[src/rtl/uart_pkg.sv]
// uart_pkg: shared types, register map and parity rule for the UART transmit subsystem
package uart_pkg;

    // ==============================
    // configuration and frame types
    // ==============================
    typedef enum logic [1:0] {
        par_none = 2'd0,
        par_even = 2'd1,
        par_odd  = 2'd2
    } parity_mode_t;

    typedef struct packed {
        logic [7:0]   data;
        parity_mode_t parity;  // mode latched at write time
    } tx_frame_t;

    typedef struct packed {
        logic [15:0]  baud_div;  // clock cycles per bit
        parity_mode_t parity;
    } uart_cfg_t;

    typedef enum logic [2:0] {
        st_idle, st_start, st_data, st_parity, st_stop
    } tx_state_t;

    // ==============================
    // bus encodings
    // ==============================
    typedef enum logic [1:0] {
        resp_okay   = 2'b00,
        resp_slverr = 2'b10
    } axil_resp_t;

    typedef enum logic [3:0] {
        reg_tx_data = 4'h0,  // write only
        reg_status  = 4'h4,  // read only
        reg_ctrl    = 4'h8,
        reg_baud    = 4'hC
    } reg_addr_t;

    // set when the byte holds an odd number of ones (even mode)
    function automatic logic parity_bit(input logic [7:0] data, input parity_mode_t mode);
        case (mode)
            par_even: return ^data;
            par_odd:  return ~^data;
            default:  return 1'b0;
        endcase
    endfunction

endpackage

[src/rtl/uart_axil_regs.sv]
// uart_axil_regs: AXI4-Lite slave with config registers, tx byte push and status readback
module uart_axil_regs #(
    parameter int unsigned RESET_BAUD_DIV = 16
) (
    input  logic                   clk,
    input  logic                   nRst,
    // write address and data
    input  logic [3:0]             awaddr,
    input  logic                   awvalid,
    output logic                   awready,
    input  logic [31:0]            wdata,
    input  logic [3:0]             wstrb,
    input  logic                   wvalid,
    output logic                   wready,
    // write response
    output logic                   bvalid,
    output uart_pkg::axil_resp_t   bresp,
    input  logic                   bready,
    // read
    input  logic [3:0]             araddr,
    input  logic                   arvalid,
    output logic                   arready,
    output logic                   rvalid,
    output logic [31:0]            rdata,
    output uart_pkg::axil_resp_t   rresp,
    input  logic                   rready,
    // core side
    input  logic [7:0]             fifo_count,
    input  logic                   fifo_full,
    input  logic                   tx_busy,
    output logic                   push,
    output uart_pkg::tx_frame_t    push_frame,
    output uart_pkg::uart_cfg_t    cfg
);
    import uart_pkg::*;

    reg_addr_t    wr_addr;
    reg_addr_t    rd_addr;
    logic         wr_accept;
    logic         rd_accept;
    axil_resp_t   wr_resp;
    axil_resp_t   rd_resp;
    logic [31:0]  rd_data;
    parity_mode_t new_parity;

    assign wr_addr = reg_addr_t'(awaddr);
    assign rd_addr = reg_addr_t'(araddr);

    // ==============================
    // write channel
    // ==============================
    assign wr_accept = awvalid && wvalid && !bvalid;
    assign awready   = wr_accept;
    assign wready    = wr_accept;

    assign push_frame = '{data: wdata[7:0], parity: cfg.parity};

    always_comb begin
        wr_resp = resp_okay;
        push    = 1'b0;
        case (wr_addr)
            reg_tx_data: begin
                if (fifo_full) wr_resp = resp_slverr;  // byte dropped
                else push = wr_accept;
            end
            reg_ctrl, reg_baud: wr_resp = resp_okay;
            default: wr_resp = resp_slverr;  // status or unmapped
        endcase
    end

    // unknown encodings fall back to no parity
    always_comb begin
        case (wdata[1:0])
            2'b01:   new_parity = par_even;
            2'b10:   new_parity = par_odd;
            default: new_parity = par_none;
        endcase
    end

    always_ff @(posedge clk, negedge nRst) begin
        if (!nRst) begin
            bvalid       <= 1'b0;
            cfg.baud_div <= 16'(RESET_BAUD_DIV);
            cfg.parity   <= par_none;
        end else begin
            if (wr_accept) bvalid <= 1'b1;
            else if (bready) bvalid <= 1'b0;
            if (wr_accept && wr_addr == reg_ctrl && wstrb[0]) cfg.parity <= new_parity;
            if (wr_accept && wr_addr == reg_baud) begin
                if (wstrb[0]) cfg.baud_div[7:0] <= wdata[7:0];
                if (wstrb[1]) cfg.baud_div[15:8] <= wdata[15:8];
            end
        end
    end

    always_ff @(posedge clk) begin
        if (wr_accept) bresp <= wr_resp;
    end

    // ==============================
    // read channel
    // ==============================
    assign rd_accept = arvalid && !rvalid;
    assign arready   = rd_accept;

    always_comb begin
        rd_data = '0;
        rd_resp = resp_okay;
        case (rd_addr)
            reg_status: rd_data = {21'b0, tx_busy, fifo_count == 8'd0, fifo_full, fifo_count};
            reg_ctrl:   rd_data = {30'b0, cfg.parity};
            reg_baud:   rd_data = {16'b0, cfg.baud_div};
            default:    rd_resp = resp_slverr;  // tx_data or unmapped, data stays 0
        endcase
    end

    always_ff @(posedge clk, negedge nRst) begin
        if (!nRst) rvalid <= 1'b0;
        else if (rd_accept) rvalid <= 1'b1;
        else if (rready) rvalid <= 1'b0;
    end

    always_ff @(posedge clk) begin
        if (rd_accept) begin
            rdata <= rd_data;
            rresp <= rd_resp;
        end
    end

endmodule

[src/rtl/uart_baud_gen.sv]
// uart_baud_gen: bit-period down-counter that ticks once at the end of every bit time
module uart_baud_gen (
    input  logic        clk,
    input  logic        nRst,
    input  logic        restart,
    input  logic [15:0] baud_div,
    output logic        tick
);
    logic [15:0] cnt;
    logic [15:0] div_q;  // divider held for the whole frame

    always_ff @(posedge clk, negedge nRst) begin
        if (!nRst) begin
            cnt   <= 16'd0;
            div_q <= 16'd1;
        end else if (restart) begin
            cnt   <= baud_div - 16'd1;
            div_q <= baud_div;
        end else if (cnt == 16'd0) begin
            cnt <= div_q - 16'd1;
        end else begin
            cnt <= cnt - 16'd1;
        end
    end

    assign tick = (cnt == 16'd0);

endmodule

[src/rtl/uart_top.sv]
// uart_top: AXI4-Lite controlled UART transmitter with queue, bit timer and serializer
module uart_top #(
    parameter int unsigned FIFO_DEPTH     = 8,
    parameter int unsigned RESET_BAUD_DIV = 16
) (
    input  logic                 clk,
    input  logic                 nRst,
    input  logic [3:0]           awaddr,
    input  logic                 awvalid,
    output logic                 awready,
    input  logic [31:0]          wdata,
    input  logic [3:0]           wstrb,
    input  logic                 wvalid,
    output logic                 wready,
    output logic                 bvalid,
    output uart_pkg::axil_resp_t bresp,
    input  logic                 bready,
    input  logic [3:0]           araddr,
    input  logic                 arvalid,
    output logic                 arready,
    output logic                 rvalid,
    output logic [31:0]          rdata,
    output uart_pkg::axil_resp_t rresp,
    input  logic                 rready,
    output logic                 txd
);
    import uart_pkg::*;

    tx_frame_t  push_frame;
    tx_frame_t  head;
    uart_cfg_t  cfg;
    logic       push;
    logic       pop;
    logic       not_empty;
    logic       fifo_full;
    logic [7:0] fifo_count;
    logic       restart;
    logic       tick;
    logic       tx_busy;

    uart_axil_regs #(.RESET_BAUD_DIV(RESET_BAUD_DIV)) i_regs (
        .clk, .nRst, .awaddr, .awvalid, .awready, .wdata, .wstrb, .wvalid, .wready,
        .bvalid, .bresp, .bready, .araddr, .arvalid, .arready, .rvalid, .rdata, .rresp,
        .rready, .fifo_count, .fifo_full, .tx_busy, .push, .push_frame, .cfg
    );

    uart_tx_fifo #(.FIFO_DEPTH(FIFO_DEPTH)) i_fifo (
        .clk, .nRst, .push, .push_frame, .pop, .head, .not_empty,
        .full(fifo_full), .count(fifo_count)
    );

    uart_baud_gen i_baud (.clk, .nRst, .restart, .baud_div(cfg.baud_div), .tick);

    uart_tx i_tx (.clk, .nRst, .head, .not_empty, .tick, .pop, .restart, .busy(tx_busy), .txd);

endmodule

[src/rtl/uart_tx.sv]
// uart_tx: serializer FSM sending start, eight data bits, optional parity and stop bit
module uart_tx (
    input  logic                clk,
    input  logic                nRst,
    input  uart_pkg::tx_frame_t head,
    input  logic                not_empty,
    input  logic                tick,
    output logic                pop,
    output logic                restart,
    output logic                busy,
    output logic                txd
);
    import uart_pkg::*;

    tx_state_t  state;
    logic [7:0] shift_q;
    logic [2:0] bit_cnt;
    logic       par_q;
    logic       has_par_q;

    // ==============================
    // queue handshake
    // ==============================
    assign pop     = (state == st_idle) && not_empty;
    assign restart = pop;  // bit timer starts with the frame
    assign busy    = (state != st_idle);

    // frame payload captured at pop
    always_ff @(posedge clk) begin
        if (pop) begin
            shift_q   <= head.data;
            par_q     <= parity_bit(head.data, head.parity);
            has_par_q <= (head.parity != par_none);
        end else if (tick && (state == st_start || state == st_data)) begin
            shift_q <= shift_q >> 1;  // lsb first
        end
    end

    // ==============================
    // line state machine
    // ==============================
    always_ff @(posedge clk, negedge nRst) begin
        if (!nRst) begin
            state   <= st_idle;
            txd     <= 1'b1;
            bit_cnt <= 3'd0;
        end else begin
            case (state)
                st_idle: begin
                    if (pop) begin
                        state <= st_start;
                        txd   <= 1'b0;  // start bit
                    end
                end
                st_start: begin
                    if (tick) begin
                        state   <= st_data;
                        txd     <= shift_q[0];
                        bit_cnt <= 3'd0;
                    end
                end
                st_data: begin
                    if (tick) begin
                        if (bit_cnt == 3'd7) begin
                            if (has_par_q) begin
                                state <= st_parity;
                                txd   <= par_q;
                            end else begin
                                state <= st_stop;
                                txd   <= 1'b1;
                            end
                        end else begin
                            bit_cnt <= bit_cnt + 3'd1;
                            txd     <= shift_q[0];
                        end
                    end
                end
                st_parity: begin
                    if (tick) begin
                        state <= st_stop;
                        txd   <= 1'b1;
                    end
                end
                st_stop: begin
                    if (tick) state <= st_idle;  // line stays high
                end
                default: begin
                    state <= st_idle;
                    txd   <= 1'b1;
                end
            endcase
        end
    end

endmodule

[src/rtl/uart_tx_fifo.sv]
// uart_tx_fifo: circular queue of transmit frames with show-ahead head and occupancy count
module uart_tx_fifo #(
    parameter int unsigned FIFO_DEPTH = 8
) (
    input  logic                clk,
    input  logic                nRst,
    input  logic                push,
    input  uart_pkg::tx_frame_t push_frame,
    input  logic                pop,
    output uart_pkg::tx_frame_t head,
    output logic                not_empty,
    output logic                full,
    output logic [7:0]          count
);
    import uart_pkg::*;

    localparam int unsigned PTR_W = $clog2(FIFO_DEPTH);

    tx_frame_t        mem [FIFO_DEPTH];
    logic [PTR_W-1:0] wr_ptr;
    logic [PTR_W-1:0] rd_ptr;
    logic             do_push;
    logic             do_pop;

    assign full      = (count == 8'(FIFO_DEPTH));
    assign not_empty = (count != 8'd0);
    assign do_push   = push && !full;  // push while full is lost
    assign do_pop    = pop && not_empty;
    assign head      = mem[rd_ptr];

    always_ff @(posedge clk) begin
        if (do_push) mem[wr_ptr] <= push_frame;
    end

    // pointers wrap naturally since depth is a power of two
    always_ff @(posedge clk, negedge nRst) begin
        if (!nRst) begin
            wr_ptr <= '0;
            rd_ptr <= '0;
        end else begin
            if (do_push) wr_ptr <= wr_ptr + 1'b1;
            if (do_pop) rd_ptr <= rd_ptr + 1'b1;
        end
    end

    always_ff @(posedge clk, negedge nRst) begin
        if (!nRst) begin
            count <= 8'd0;
        end else begin
            case ({do_push, do_pop})
                2'b10:   count <= count + 8'd1;
                2'b01:   count <= count - 8'd1;
                default: count <= count;  // both or neither
            endcase
        end
    end

endmodule

[config.mk]
export PLATFORM = sky130hd
export DESIGN_NAME = uart_top
export DESIGN_NICKNAME = d
export VERILOG_FILES = /design/src/rtl/uart_pkg.sv /design/src/rtl/uart_axil_regs.sv /design/src/rtl/uart_baud_gen.sv /design/src/rtl/uart_top.sv /design/src/rtl/uart_tx.sv /design/src/rtl/uart_tx_fifo.sv
export SDC_FILE = /design/constraint.sdc
export NUM_CORES = 1
export LEC_CHECK = 0
export BUFFER_PORTS_ARGS = -buffer_cell sky130_fd_sc_hd__buf_2
export CAP_MARGIN = 20
export CORE_MARGIN = 10
export CORE_UTILIZATION = 40
export DETAILED_ROUTE_END_ITERATION = 8
export GPL_TIMING_DRIVEN = 0
export PLACE_DENSITY = 0.67
export SYNTH_ARGS = -nofsm -noshare
export SYNTH_HDL_FRONTEND = slang
export SYNTH_HIERARCHICAL = 1
export SYNTH_SLANG_ARGS = --single-unit
[constraint.sdc]
create_clock -name clk -period 3.8 [get_ports clk]
set_input_delay 0.57 -clock clk [delete_from_list [all_inputs] [get_ports clk]]
set_output_delay 0.57 -clock clk [all_outputs]
set_load 0.1 [all_outputs]
After elaboration in Yosys (flattened, before gate mapping) --
Memory sizes are Yosys's and may differ from the RTL's. Index checks and enable logic that the tools add are counted.
Word-level totals: flip-flop bits (word level) 119, latch bits 0, bits in writable memories 80, ROM bits 0, bits of input ports 51, word-level logic and storage cells 125, memories 1
Cells by class: add/sub/neg operators 8, multiply operators 0, div/mod/pow operators 0, order comparisons 0, eq/ne operators 24, shift operators 0, mux-type cells 37, bitwise operators 1, reductions and logical operators 35
Memories:
- i_fifo.mem | depth 8, bits a word 10, read ports 1, clocked after memory_dff 0, wr ports 1, line uart_tx_fifo.sv:19 | tx_frame_t mem [FIFO_DEPTH];
Operators with widths (count):
- $pmux 16 s3 | 1
- $sub 16x1->16 const B | 3
- $mux 16 | 2
- $mux 3 | 9
- $eq 4x4->1 const B | 4
- $logic_not 16->1 | 1
- $mux 8 | 2
- $pmux 8 s2 | 1
- $pmux 3 s5 | 1
- $mux 1 | 14
- $reduce_bool 2->1 | 6
- $logic_and 1x1->1 | 10
- $add 3x1->3 const B | 3
- $add 8x1->8 const B | 1
- $eq 8x4->1 const B | 1
- $logic_not 8->1 | 1
- $ne 2x1->1 const B | 4
- $pmux 2 s2 | 2
- $reduce_bool 8->1 | 1
- $reduce_xnor 8->1 | 1
- $reduce_xor 8->1 | 1
- $sub 8x1->8 const B | 1
- $eq 2x1->1 const B | 3
- $eq 2x2->1 const B | 3
- other kinds (21) | 29

Logic depth before layout (Yosys ltp) --
Gate-level depths: netlist of run 1.
depth in word-level cells 7, depth in mapped cells 15

Cells and area by module --
The synthesis of run 1 kept the hierarchy.
By module, submodules not included:
- uart_tx_fifo | instances 1, cells an instance 218, area an instance 4033.9 um^2, seq. area each 2752.6 um^2
- uart_baud_gen | instances 1, cells an instance 188, area an instance 1841.8 um^2, seq. area each 802.0 um^2
- uart_axil_regs | instances 1, cells an instance 134, area an instance 1834.3 um^2, seq. area each 1042.2 um^2
- uart_tx | instances 1, cells an instance 82, area an instance 970.9 um^2, seq. area each 476.7 um^2

Worst setup path before layout of run 1 --
OpenSTA, ideal clock, no wires.
kind flip-flop to flip-flop, start register i_regs.bvalid, end register i_fifo.count[6], setup time 0.095 ns, arrival 3.977 ns, data required time 3.705 ns, slack -0.272 ns, cell stages (with the launch flop) 13, path buffers 0, clock period less this slack 4.072 ns, cell sequence dfrtp_1 inv_1 and3_1 and4b_1 o21a_1 inv_1 ha_1 ha_1 nor2b_4 o31a_1 o21a_1 o21a_1 o31ai_1
Between the ends: word-level cells in the longest chain between the ends 7, elaborated cells between the ends (all ways) 9, classes of those cells eq/ne (2); mux (3); reduce/logical (4)
Ends and longest elaborated chain:
- start: declaration | line uart_axil_regs.sv:16 | output logic bvalid,
- start signal: assignment | line uart_axil_regs.sv:82 | bvalid <= 1'b0;
- start signal: assignment | line uart_axil_regs.sv:86 | if (wr_accept) bvalid <= 1'b1;
- start signal: assignment | line uart_axil_regs.sv:87 | else if (bready) bvalid <= 1'b0;
- $logic_not 1->1 * | line uart_axil_regs.sv:52 | assign wr_accept = awvalid && wvalid && !bvalid;
- $logic_and 1x1->1 * | line uart_axil_regs.sv:52
- named net awready | line uart_top.sv:10 | output logic awready,
- $mux 1 * | line uart_axil_regs.sv:63 | if (fifo_full) wr_resp = resp_slverr;
- $mux 1 * | line uart_axil_regs.sv:61 | case (wr_addr)
- named net push | line uart_top.sv:32 | logic push;
- $logic_and 1x1->1 * | line uart_tx_fifo.sv:27 | assign do_push = push && !full;
- $eq 2x1->1 / $eq 2x2->1 (equally long branches) | line uart_tx_fifo.sv:50 | case ({do_push, do_pop})
- $pmux 8 s2 / $reduce_bool 2->1 (equally long branches)
- end signal: assignment | line uart_tx_fifo.sv:51 | 2'b10: count <= count + 8'd1;
- end signal: assignment | line uart_tx_fifo.sv:52 | 2'b01: count <= count - 8'd1;
- end signal: assignment | line uart_tx_fifo.sv:53 | default: count <= count;
- end: declaration | line uart_tx_fifo.sv:13 | output logic [7:0] count
The timed path passes the listed nets; every way through them passes the cells marked *. A chain may end at the register's enable or synchronous reset.

Worst setup path after layout of run 1 --
start register i_fifo.count[6], end register i_baud.cnt[12]
Between the ends: word-level cells in the longest chain between the ends 3
Ends and longest elaborated chain:
- $reduce_bool 8->1 | line uart_tx_fifo.sv:26 | assign not_empty = (count != 8'd0);
- named net not_empty | line uart_top.sv:34 | logic not_empty;
- $logic_and 1x1->1 | line uart_tx.sv:24 | assign pop = (state == st_idle) && not_empty;
- named net pop | line uart_top.sv:33 | logic pop;
- $mux 16 | line uart_baud_gen.sv:16 | end else if (restart) begin
- end signal: assignment | line uart_baud_gen.sv:17 | cnt <= baud_div - 16'd1;
- end signal: assignment | line uart_baud_gen.sv:20 | cnt <= div_q - 16'd1;
- end signal: assignment | line uart_baud_gen.sv:22 | cnt <= cnt - 16'd1;
- end: declaration | line uart_baud_gen.sv:9 | logic [15:0] cnt;
The timed path passes the listed nets, and every way through them passes these cells.

==> metrics.md, run 1 <==
| Metric | Value |
|---|---|
| Cts bufs inserted | 17 |
| Post-detail-place hpwl | 13.57 mm |
| Iteration-0 DRC Markers | 467 |
| Sequential area share after synthesis | 58.45% |
| Cell Chain, Critical Path | nor4_2 -> nand3_1 -> nand2_4 -> nor2_8 -> buf_4 -> buf_6 -> buf_2 -> buf_2 -> clkbuf_4 -> nor2_1 -> a21oi_1 -> ha_1 -> nand3_1 -> nor3b_2 -> xor2_1 |
| Power per Cell Area | 456.3 nW/um^2 |
| Clock power share | 37.9% |
| Rel. slew slack | 30.37% |
| Met2 usage | 21.25% |
| Combinational share of power | 12.2% |
| # diodes | 0 |
| RSZ-0062 raised after global routing | yes |
| Required @ worst endpoint | 4.15 ns |
| Switching share of power | 29.47% |
| Antenna violations before repair | 0 |
| Starting Density | 41.04% |
| Vias in the first global route | 5380 |
| Total track usage | 13.60% |
| Most frequent cells in the layout | 108 x edfxtp_1, 69 x dfrtp_1, 59 x buf_2 |
| Pwr Total | 4.609 mW |
| Full die area | 27990 sq um |
| Setup Buffers After CTS | 0 |
| Max-cap violation count | 0 |
| Die W | 167.3 microns |
| Final Skew | 0.01601 ns |
| Clock Latency Late Sink | 0.44 ns |
| Syn Area/Cell | 13.96 sq um |
| Fmax | 273.8 MHz |
| Final WS setup | 0.1475 ns |
| Vias per inst | 5.308 |
| Congestion Overflow GR | 0 |
| Setup crit start kind | flip-flop |
| Routed Antenna Nets | 0 |
| Clock Sinks | 181 |
| Layout cell share with drive strength beyond 1 | 32.11% |
| Htree depth | 4 |
| Wirelength per Cell | 18.84 microns |
| Yosys reg bits | 181 |
| Met1 GRT Util | 18.35% |
| Gpl congestion | 0.8476 |
| Routed Wire Length | 19.02 mm |
| FP Rows | 53 |
| Sequential Power Share | 49.9% |
| Vias | 5361 |
| Pin count of the biggest net entering global routing | 69 |
| Die height | 167.3 microns |
| Worst-Margin Slew | 1.041 ns |
| Primary FF master, synth | edfxtp_1 |
| Post-synth EDFFs | 108 |
| Setup WS pre-CTS | -0.02738 ns |
| Commonest non-fill, non-tap cell in the layout | edfxtp_1 |
| VDD IR-drop max | 0.0003006 V |
| Crit path capture type | flip-flop |
| Non-filler cells, final | 1010 |
| Post-Syn Area | 8681 sq um |
| Critical Path AT | 4.01 ns |
| Minimum clock period | 3.653 ns |
| Endpoints failing setup | 0 |
| Placed Instances | 974 |
| WHS | 0.3017 ns |
| TritonCTS clock tree | built |
| Worst path bufs/invs | 5 |
| Deepest clock path buffer count | 2 |
| Asr flop ratio synth | 40.33% |
| Pint | 3.251 mW |
| CTS root buf | clkbuf_16 |
| Synth-to-Final Area Change | 16.34% |
| Min-delay worst type | in -> reg |
| First-pass GRT wire length | 30.55 mm |
| Critical path class | reg -> reg |
| Final Max Slew Viols | 0 |
| Grt met3 use | 2.645% |
| Critical path's top delay family | simple AND/OR/NAND/NOR gates |
| Max incr delay on CP | 0.48 ns |
| LEAKAGE | 3.919 nW |
| Status | finished, final reports clean |
| Critical path peak fanout | 13 |
| Slowest-stage cell, CP | dfrtp_1 |
| Synth Instances | 622 |
| # nets final | 786 |
| Sw power | 1.358 mW |
| Yosys cell types | 79 |
| Core area | 21150 sq um |
| I/O Buffers | 56 |
| Hold Vio Cnt, Final | 0 |
| Grt peak-use layer | met2 |
| Drc violations | 0 |
| Num ports | 93 |
| Setup tns final | 0 ns |
| FF-to-FF setup slack | 0.15 ns |
| YS warnings | 6 |
| Clock transition at path regs | 0.07 ns |
| Fin crit share | 96.12% |
| DR pass1 iterations | 5 |
-- flip-flops by register name (all words and copies together) (netlist names), 3 cells and up --
register / count
i_regs/rdata: 16
i_tx/state: 3
i_tx/shift_q: 8
i_fifo/rd_ptr: 3
i_fifo/mem: 80
i_fifo/wr_ptr: 3
i_baud/div_q: 16
i_regs/cfg: 18
i_fifo/count: 8
i_baud/cnt: 16
i_tx/bit_cnt: 3
-- cell usage after synthesis, types with 6 or more instances --
master	instances	share of area, %
nor2b_1	6	0.43
nand2_1	32	1.4
mux2_2	44	5.7
dfrtp_1	70	20
nand2b_1	8	0.58
a22o_1	8	0.81
o21ai_0	24	1.4
mux2i_1	6	0.69
edfxtp_1	108	37
ha_1	12	1.7
buf_4	31	2.7
nor3_1	15	0.86
a21oi_1	20	1.2
xnor2_1	15	1.5
inv_1	20	0.86
xor2_1	13	1.3
mux4_1	13	3.9
clkbuf_1	8	0.35
nor2_1	29	1.3
mux4_2	7	1.8
-- per-layer routing --
| layer | up-vias | share of wire, % |
|---|---|---|
| met5 | - | 0 |
| met4 | 0 | 1.7 |
| met3 | 24 | 4.4 |
| met2 | 138 | 48 |
| met1 | 2693 | 46 |
| li1 | 2506 | - |
-- power by group through the flow --
stage	registers, mW	clock network [mW]	logic, mW
after floorplan	2.40	0	0.356
after global placement	2.34	0	0.550
after detailed placement	2.34	0	0.564
after CTS	2.30	1.78	0.566
after global routing	2.31	1.86	0.613
final	2.30	1.75	0.564
-- cell type report --
type | instances | area [sq um]
sequential | 181 | 5075
tap | 275 | 344.1
timing repair buffer | 64 | 387.9
clock inverter | 15 | 173.9
fill | 1832 | 11050
multi-input combinational | 387 | 3261
buffer | 49 | 350.3
clock buffer | 17 | 425.4
inverter | 22 | 82.58
-- worst reg2reg max path: stages (launching register included) --
cell and delay, ns:
dfrtp_1 0.48, nor4_2 0.10, nand3_1 0.25, nand2_4 0.11, nor2_8 0.25, buf_4 0.21, buf_6 0.15, buf_2 0.27
buf_2 0.27, clkbuf_4 0.26, nor2_1 0.07, a21oi_1 0.19, ha_1 0.31, nand3_1 0.23, nor3b_2 0.25, xor2_1 0.16
-- metrics by stage --
| stage | util [%] | cell area [sq um] |
|---|---|---|
| floorplan | - | 8746 |
| global placement | 44.30 | 9370 |
| detailed placement | 44.66 | 9447 |
| CTS | 47.54 | 10060 |
| global route | 47.74 | 10100 |
| finish | 47.74 | 10100 |
-- path summary, 6_finish.rpt --
| path | startpoint | to | cells after the start |
|---|---|---|---|
| max in group asynchronous | nRst | i_baud/div_q[0] | 3 |
| worst max register to register | i_fifo/count[6] | i_baud/cnt[12] | 15 |
| worst max-delay path | i_fifo/count[6] | i_baud/cnt[12] | 15 |
| worst min register to register | i_tx/txd | i_tx/txd | 2 |
| min in group asynchronous | nRst | i_regs/cfg[14] | 2 |
| worst min-delay path | bready | i_regs/bvalid | 2 |
-- cells by family (layout without fill, tap and decap cells) --
family	after synthesis	in the layout	synth area share [%]
buffers and inverters	71	167	4.915
adder cells (fa/ha/maj)	13	13	1.960
AO/OA/AOI/OAI	108	108	8.677
multiplexers	73	73	12.67
flip-flops	181	181	58.45
AND/OR/NAND/NOR	147	147	10.46
other	1	18	0.04320
XOR/XNOR	28	28	2.825
-- repair_timing --
item	CTS	global route
hold buffers	1	0
gates resized for setup	1	5
hold endpoints to repair	5	0
endpoints found under the setup margin	3	6
gates cloned	0	0
Note: power is estimated with default switching activity, not from simulation.
==> run 2: changes to the inputs <==
--- a/config.mk
+++ b/config.mk
@@ -7,11 +7,13 @@
 export LEC_CHECK = 0
 export BUFFER_PORTS_ARGS = -buffer_cell sky130_fd_sc_hd__buf_2
 export CAP_MARGIN = 20
+export CELL_PAD_IN_SITES_DETAIL_PLACEMENT = 2
+export CELL_PAD_IN_SITES_GLOBAL_PLACEMENT = 2
 export CORE_MARGIN = 10
 export CORE_UTILIZATION = 40
 export DETAILED_ROUTE_END_ITERATION = 8
 export GPL_TIMING_DRIVEN = 0
-export PLACE_DENSITY = 0.67
+export PLACE_DENSITY = 0.86
 export SYNTH_ARGS = -nofsm -noshare
 export SYNTH_HDL_FRONTEND = slang
 export SYNTH_HIERARCHICAL = 1
==> run 2 against run 1 <==
Clock power hardly changed. Total power up 2.9%. Sequential share of layout area is 0.087 points lower. Clock skew is 0.0034 ns lower. Fmax grew 2.6%. Clock-buffer cell count unchanged. Sequential cell count did not move. Die area is the same. Setup slack better by 0.092 ns. Critical path type unchanged. Largest cell class unchanged.
==> metrics.md, run 2 (synthesis results as in run 1) <==
| Metric | Value |
|---|---|
| Status | finished, final reports clean (unchanged) |
| TritonCTS clock tree | built (unchanged) |
| Worst path bufs/invs | 1 (was 5) |
| Wirelength per Cell | 28.04 microns (was 18.84 microns) |
| VDD IR-drop max | 0.0003262 V (was 0.0003006 V) |
| WHS | 0.007612 ns (was 0.3017 ns) |
| Critical path peak fanout | 10 (was 13) |
| Crit-path most repeated cell | o21a_1 |
| LEAKAGE | 3.929 nW (was 3.919 nW) |
| # nets final | 786 (unchanged) |
| Routed Antenna Nets | 0 (unchanged) |
| Gpl congestion | 0.8262 (was 0.8476) |
| Drc violations | 0 (unchanged) |
| Deepest clock path buffer count | 2 (unchanged) |
| Fin crit share | 93.71% (was 96.12%) |
| Setup tns final | 0 ns (unchanged) |
| Largest registers | i_fifo/mem: 80 flops, i_regs/cfg: 18 flops (unchanged) |
| Max-cap violation count | 0 (unchanged) |
| Setup crit start kind | flip-flop (unchanged) |
| Htree depth | 4 (unchanged) |
| Antenna violations before repair | 2 (was 0) |
| Vias per inst | 5.866 (was 5.308) |
| Core area | 21150 sq um (unchanged) |
| Crit path capture type | flip-flop (unchanged) |
| Commonest non-fill, non-tap cell in the layout | edfxtp_1 (unchanged) |
| Layout cell share with drive strength beyond 1 | 32.52% (was 32.11%) |
| Fmax | 280.8 MHz (was 273.8 MHz) |
| Max incr delay on CP | 0.48 ns (about the same) |
| Minimum clock period | 3.561 ns (was 3.653 ns) |
| Power per Cell Area | 468.9 nW/um^2 (was 456.3 nW/um^2) |
| Rel. slew slack | 27.25% (was 30.37%) |
| Iteration-0 DRC Markers | 452 (was 467) |
| # fillers | 1980 (was 1832) |
| Number of flip-flops under the largest register name | 80 (unchanged) |
| Critical Path AT | 3.90 ns (was 4.01 ns) |
| Num ports | 93 (unchanged) |
| Synth-to-Final Area Change | 16.52% (was 16.34%) |
| Hold Vio Cnt, Final | 0 (unchanged) |
| Critical path class | reg -> reg (unchanged) |
| Clock Sinks | 181 (unchanged) |
| Starting Density | 41.04% (unchanged) |
| Cell Chain, Critical Path | nor4_4 -> nand2_1 -> nor2_2 -> nor2_1 -> and4b_1 -> o21a_1 -> inv_1 -> ha_4 -> ha_1 -> nor2b_4 -> o31a_1 -> o21a_1 -> o21a_1 -> o31ai_1 (was nor4_2 -> nand3_1 -> nand2_4 -> nor2_8 -> buf_4 -> buf_6 -> buf_2 -> buf_2 -> clkbuf_4 -> nor2_1 -> a21oi_1 -> ha_1 -> nand3_1 -> nor3b_2 -> xor2_1) |
| Endpoints failing setup | 0 (unchanged) |
| Clock Latency Late Sink | 0.44 ns (about the same) |
| Largest reg by FF count | i_fifo/mem (unchanged) |
| Post-detail-place hpwl | 18.73 mm (was 13.57 mm) |
| Clock transition at path regs | 0.08 ns (was 0.07 ns) |
| Multi-input logic area | 3292 sq um (was 3261 sq um) |
| Worst-Margin Slew | 1.087 ns (was 1.041 ns) |
| Pwr Total | 4.743 mW (was 4.609 mW) |
| Min-delay worst type | in -> async (was in -> reg) |
| Full die area | 27990 sq um (unchanged) |
| DR pass1 iterations | 6 (was 5) |
| Final Skew | 0.01261 ns (was 0.01601 ns) |
| Final WS setup | 0.2392 ns (was 0.1475 ns) |
| FP Rows | 53 (unchanged) |
| Vias | 5931 (was 5361) |
| CTS root buf | clkbuf_16 (unchanged) |
| Required @ worst endpoint | 4.14 ns (was 4.15 ns) |
| Register area | 5074 sq um (was 5075 sq um) |
| Critical path's top delay family | simple AND/OR/NAND/NOR gates (unchanged) |
| Util after Layout | 47.81% (was 47.74%) |
| Most frequent cells in the layout | 108 x edfxtp_1, 70 x dfrtp_1, 57 x buf_2 (was 108 x edfxtp_1, 69 x dfrtp_1, 59 x buf_2) |
| Vias in the first global route | 6651 (was 5380) |
| First-pass GRT wire length | 43.38 mm (was 30.55 mm) |
| Cts bufs inserted | 17 (unchanged) |
| Setup WS pre-CTS | -0.2487 ns (was -0.02738 ns) |
| Final Max Slew Viols | 0 (unchanged) |
| Setup Buffers After CTS | 0 (unchanged) |
| Slowest-stage cell, CP | dfrtp_1 (unchanged) |
| Congestion Overflow GR | 0 (unchanged) |
| Routed Wire Length | 28.35 mm (was 19.02 mm) |
| I/O Buffers | 56 (unchanged) |
| RSZ-0062 raised after global routing | no (was yes) |
| Total track usage | 20.10% (was 13.60%) |
| Die height | 167.3 microns (unchanged) |
| Die W | 167.3 microns (unchanged) |
| Pin count of the biggest net entering global routing | 55 (was 69) |
[run 2: cell types whose count changed in the layout (fill, tap and decap cells not counted), sizes merged]
cell         change
inv              +3
clkinv           -1
clkinvlp         -2
clkbuf           -1
diode            +1
buf              +2
dlygate4sd3      -1
[run 2: area by class of cell]
class | count | area share (%)
timing repair buffer | 65 | 3.884
multi-input combinational | 387 | 32.55
inverter | 22 | 0.8164
buffer | 48 | 3.439
tap | 275 | 3.402
clock buffer | 17 | 4.206
clock inverter | 15 | 1.522
sequential | 181 | 50.16
antenna | 1 | 0.02474
[run 2: path summary, 6_finish.rpt]
path                                  from               to  slack, ns  cells past startpoint
max                        i_fifo/count[6]  i_fifo/count[6]       0.24                     14
min                                   nRst    i_baud/cnt[8]      0.008                      1
max reg2reg                i_fifo/count[6]  i_fifo/count[6]       0.24                     14
min reg2reg                       i_tx/txd         i_tx/txd       0.52                      2
max in group asynchronous             nRst    i_regs/cfg[6]       3.15                      2
min in group clk                    bready    i_regs/bvalid       0.32                      2
[run 2: where the power goes]
group | switching [mW] | total, mW | internal, mW
clock network | 0.899 | 1.78 | 0.884
logic | 0.443 | 0.636 | 0.192
registers | 0.146 | 2.32 | 2.18
[run 2: worst reg2reg max path, cell delays in order (launching register included)]
cell and delay [ns]:
dfrtp_1 0.48, nor4_4 0.37, nand2_1 0.20, nor2_2 0.19, nor2_1 0.08, and4b_1 0.20
o21a_1 0.19, inv_1 0.14, ha_4 0.23, ha_1 0.32, nor2b_4 0.15, o31a_1 0.26
o21a_1 0.21, o21a_1 0.19, o31ai_1 0.26
[run 2: layer usage]
layer,routed length (microns),part of all wire [%],vias to the layer above,GRT usage [%]
li1,-,-,2512,-
met1,11640,41,3172,24.34
met2,14810,52,187,34.94
met3,1119,3.9,58,3.184
met4,756,2.7,2,8.024
met5,17,0.060,-,0
[run 2: what timing repair did]
| item | in CTS | in global routing |
|---|---|---|
| endpoints found under the setup margin | 8 | 6 |
| resized for setup | 7 | 5 |
| hold buffers | 0 | 0 |
| cloned | 0 | 0 |
[run 2: through the flow]
step | instance area [sq um] | instances
floorplan | 8746 | 639
global placement | 9370 | 970
detailed placement | 9440 | 974
CTS | 10040 | 1006
global route | 10110 | 1011
finish | 10110 | 1011
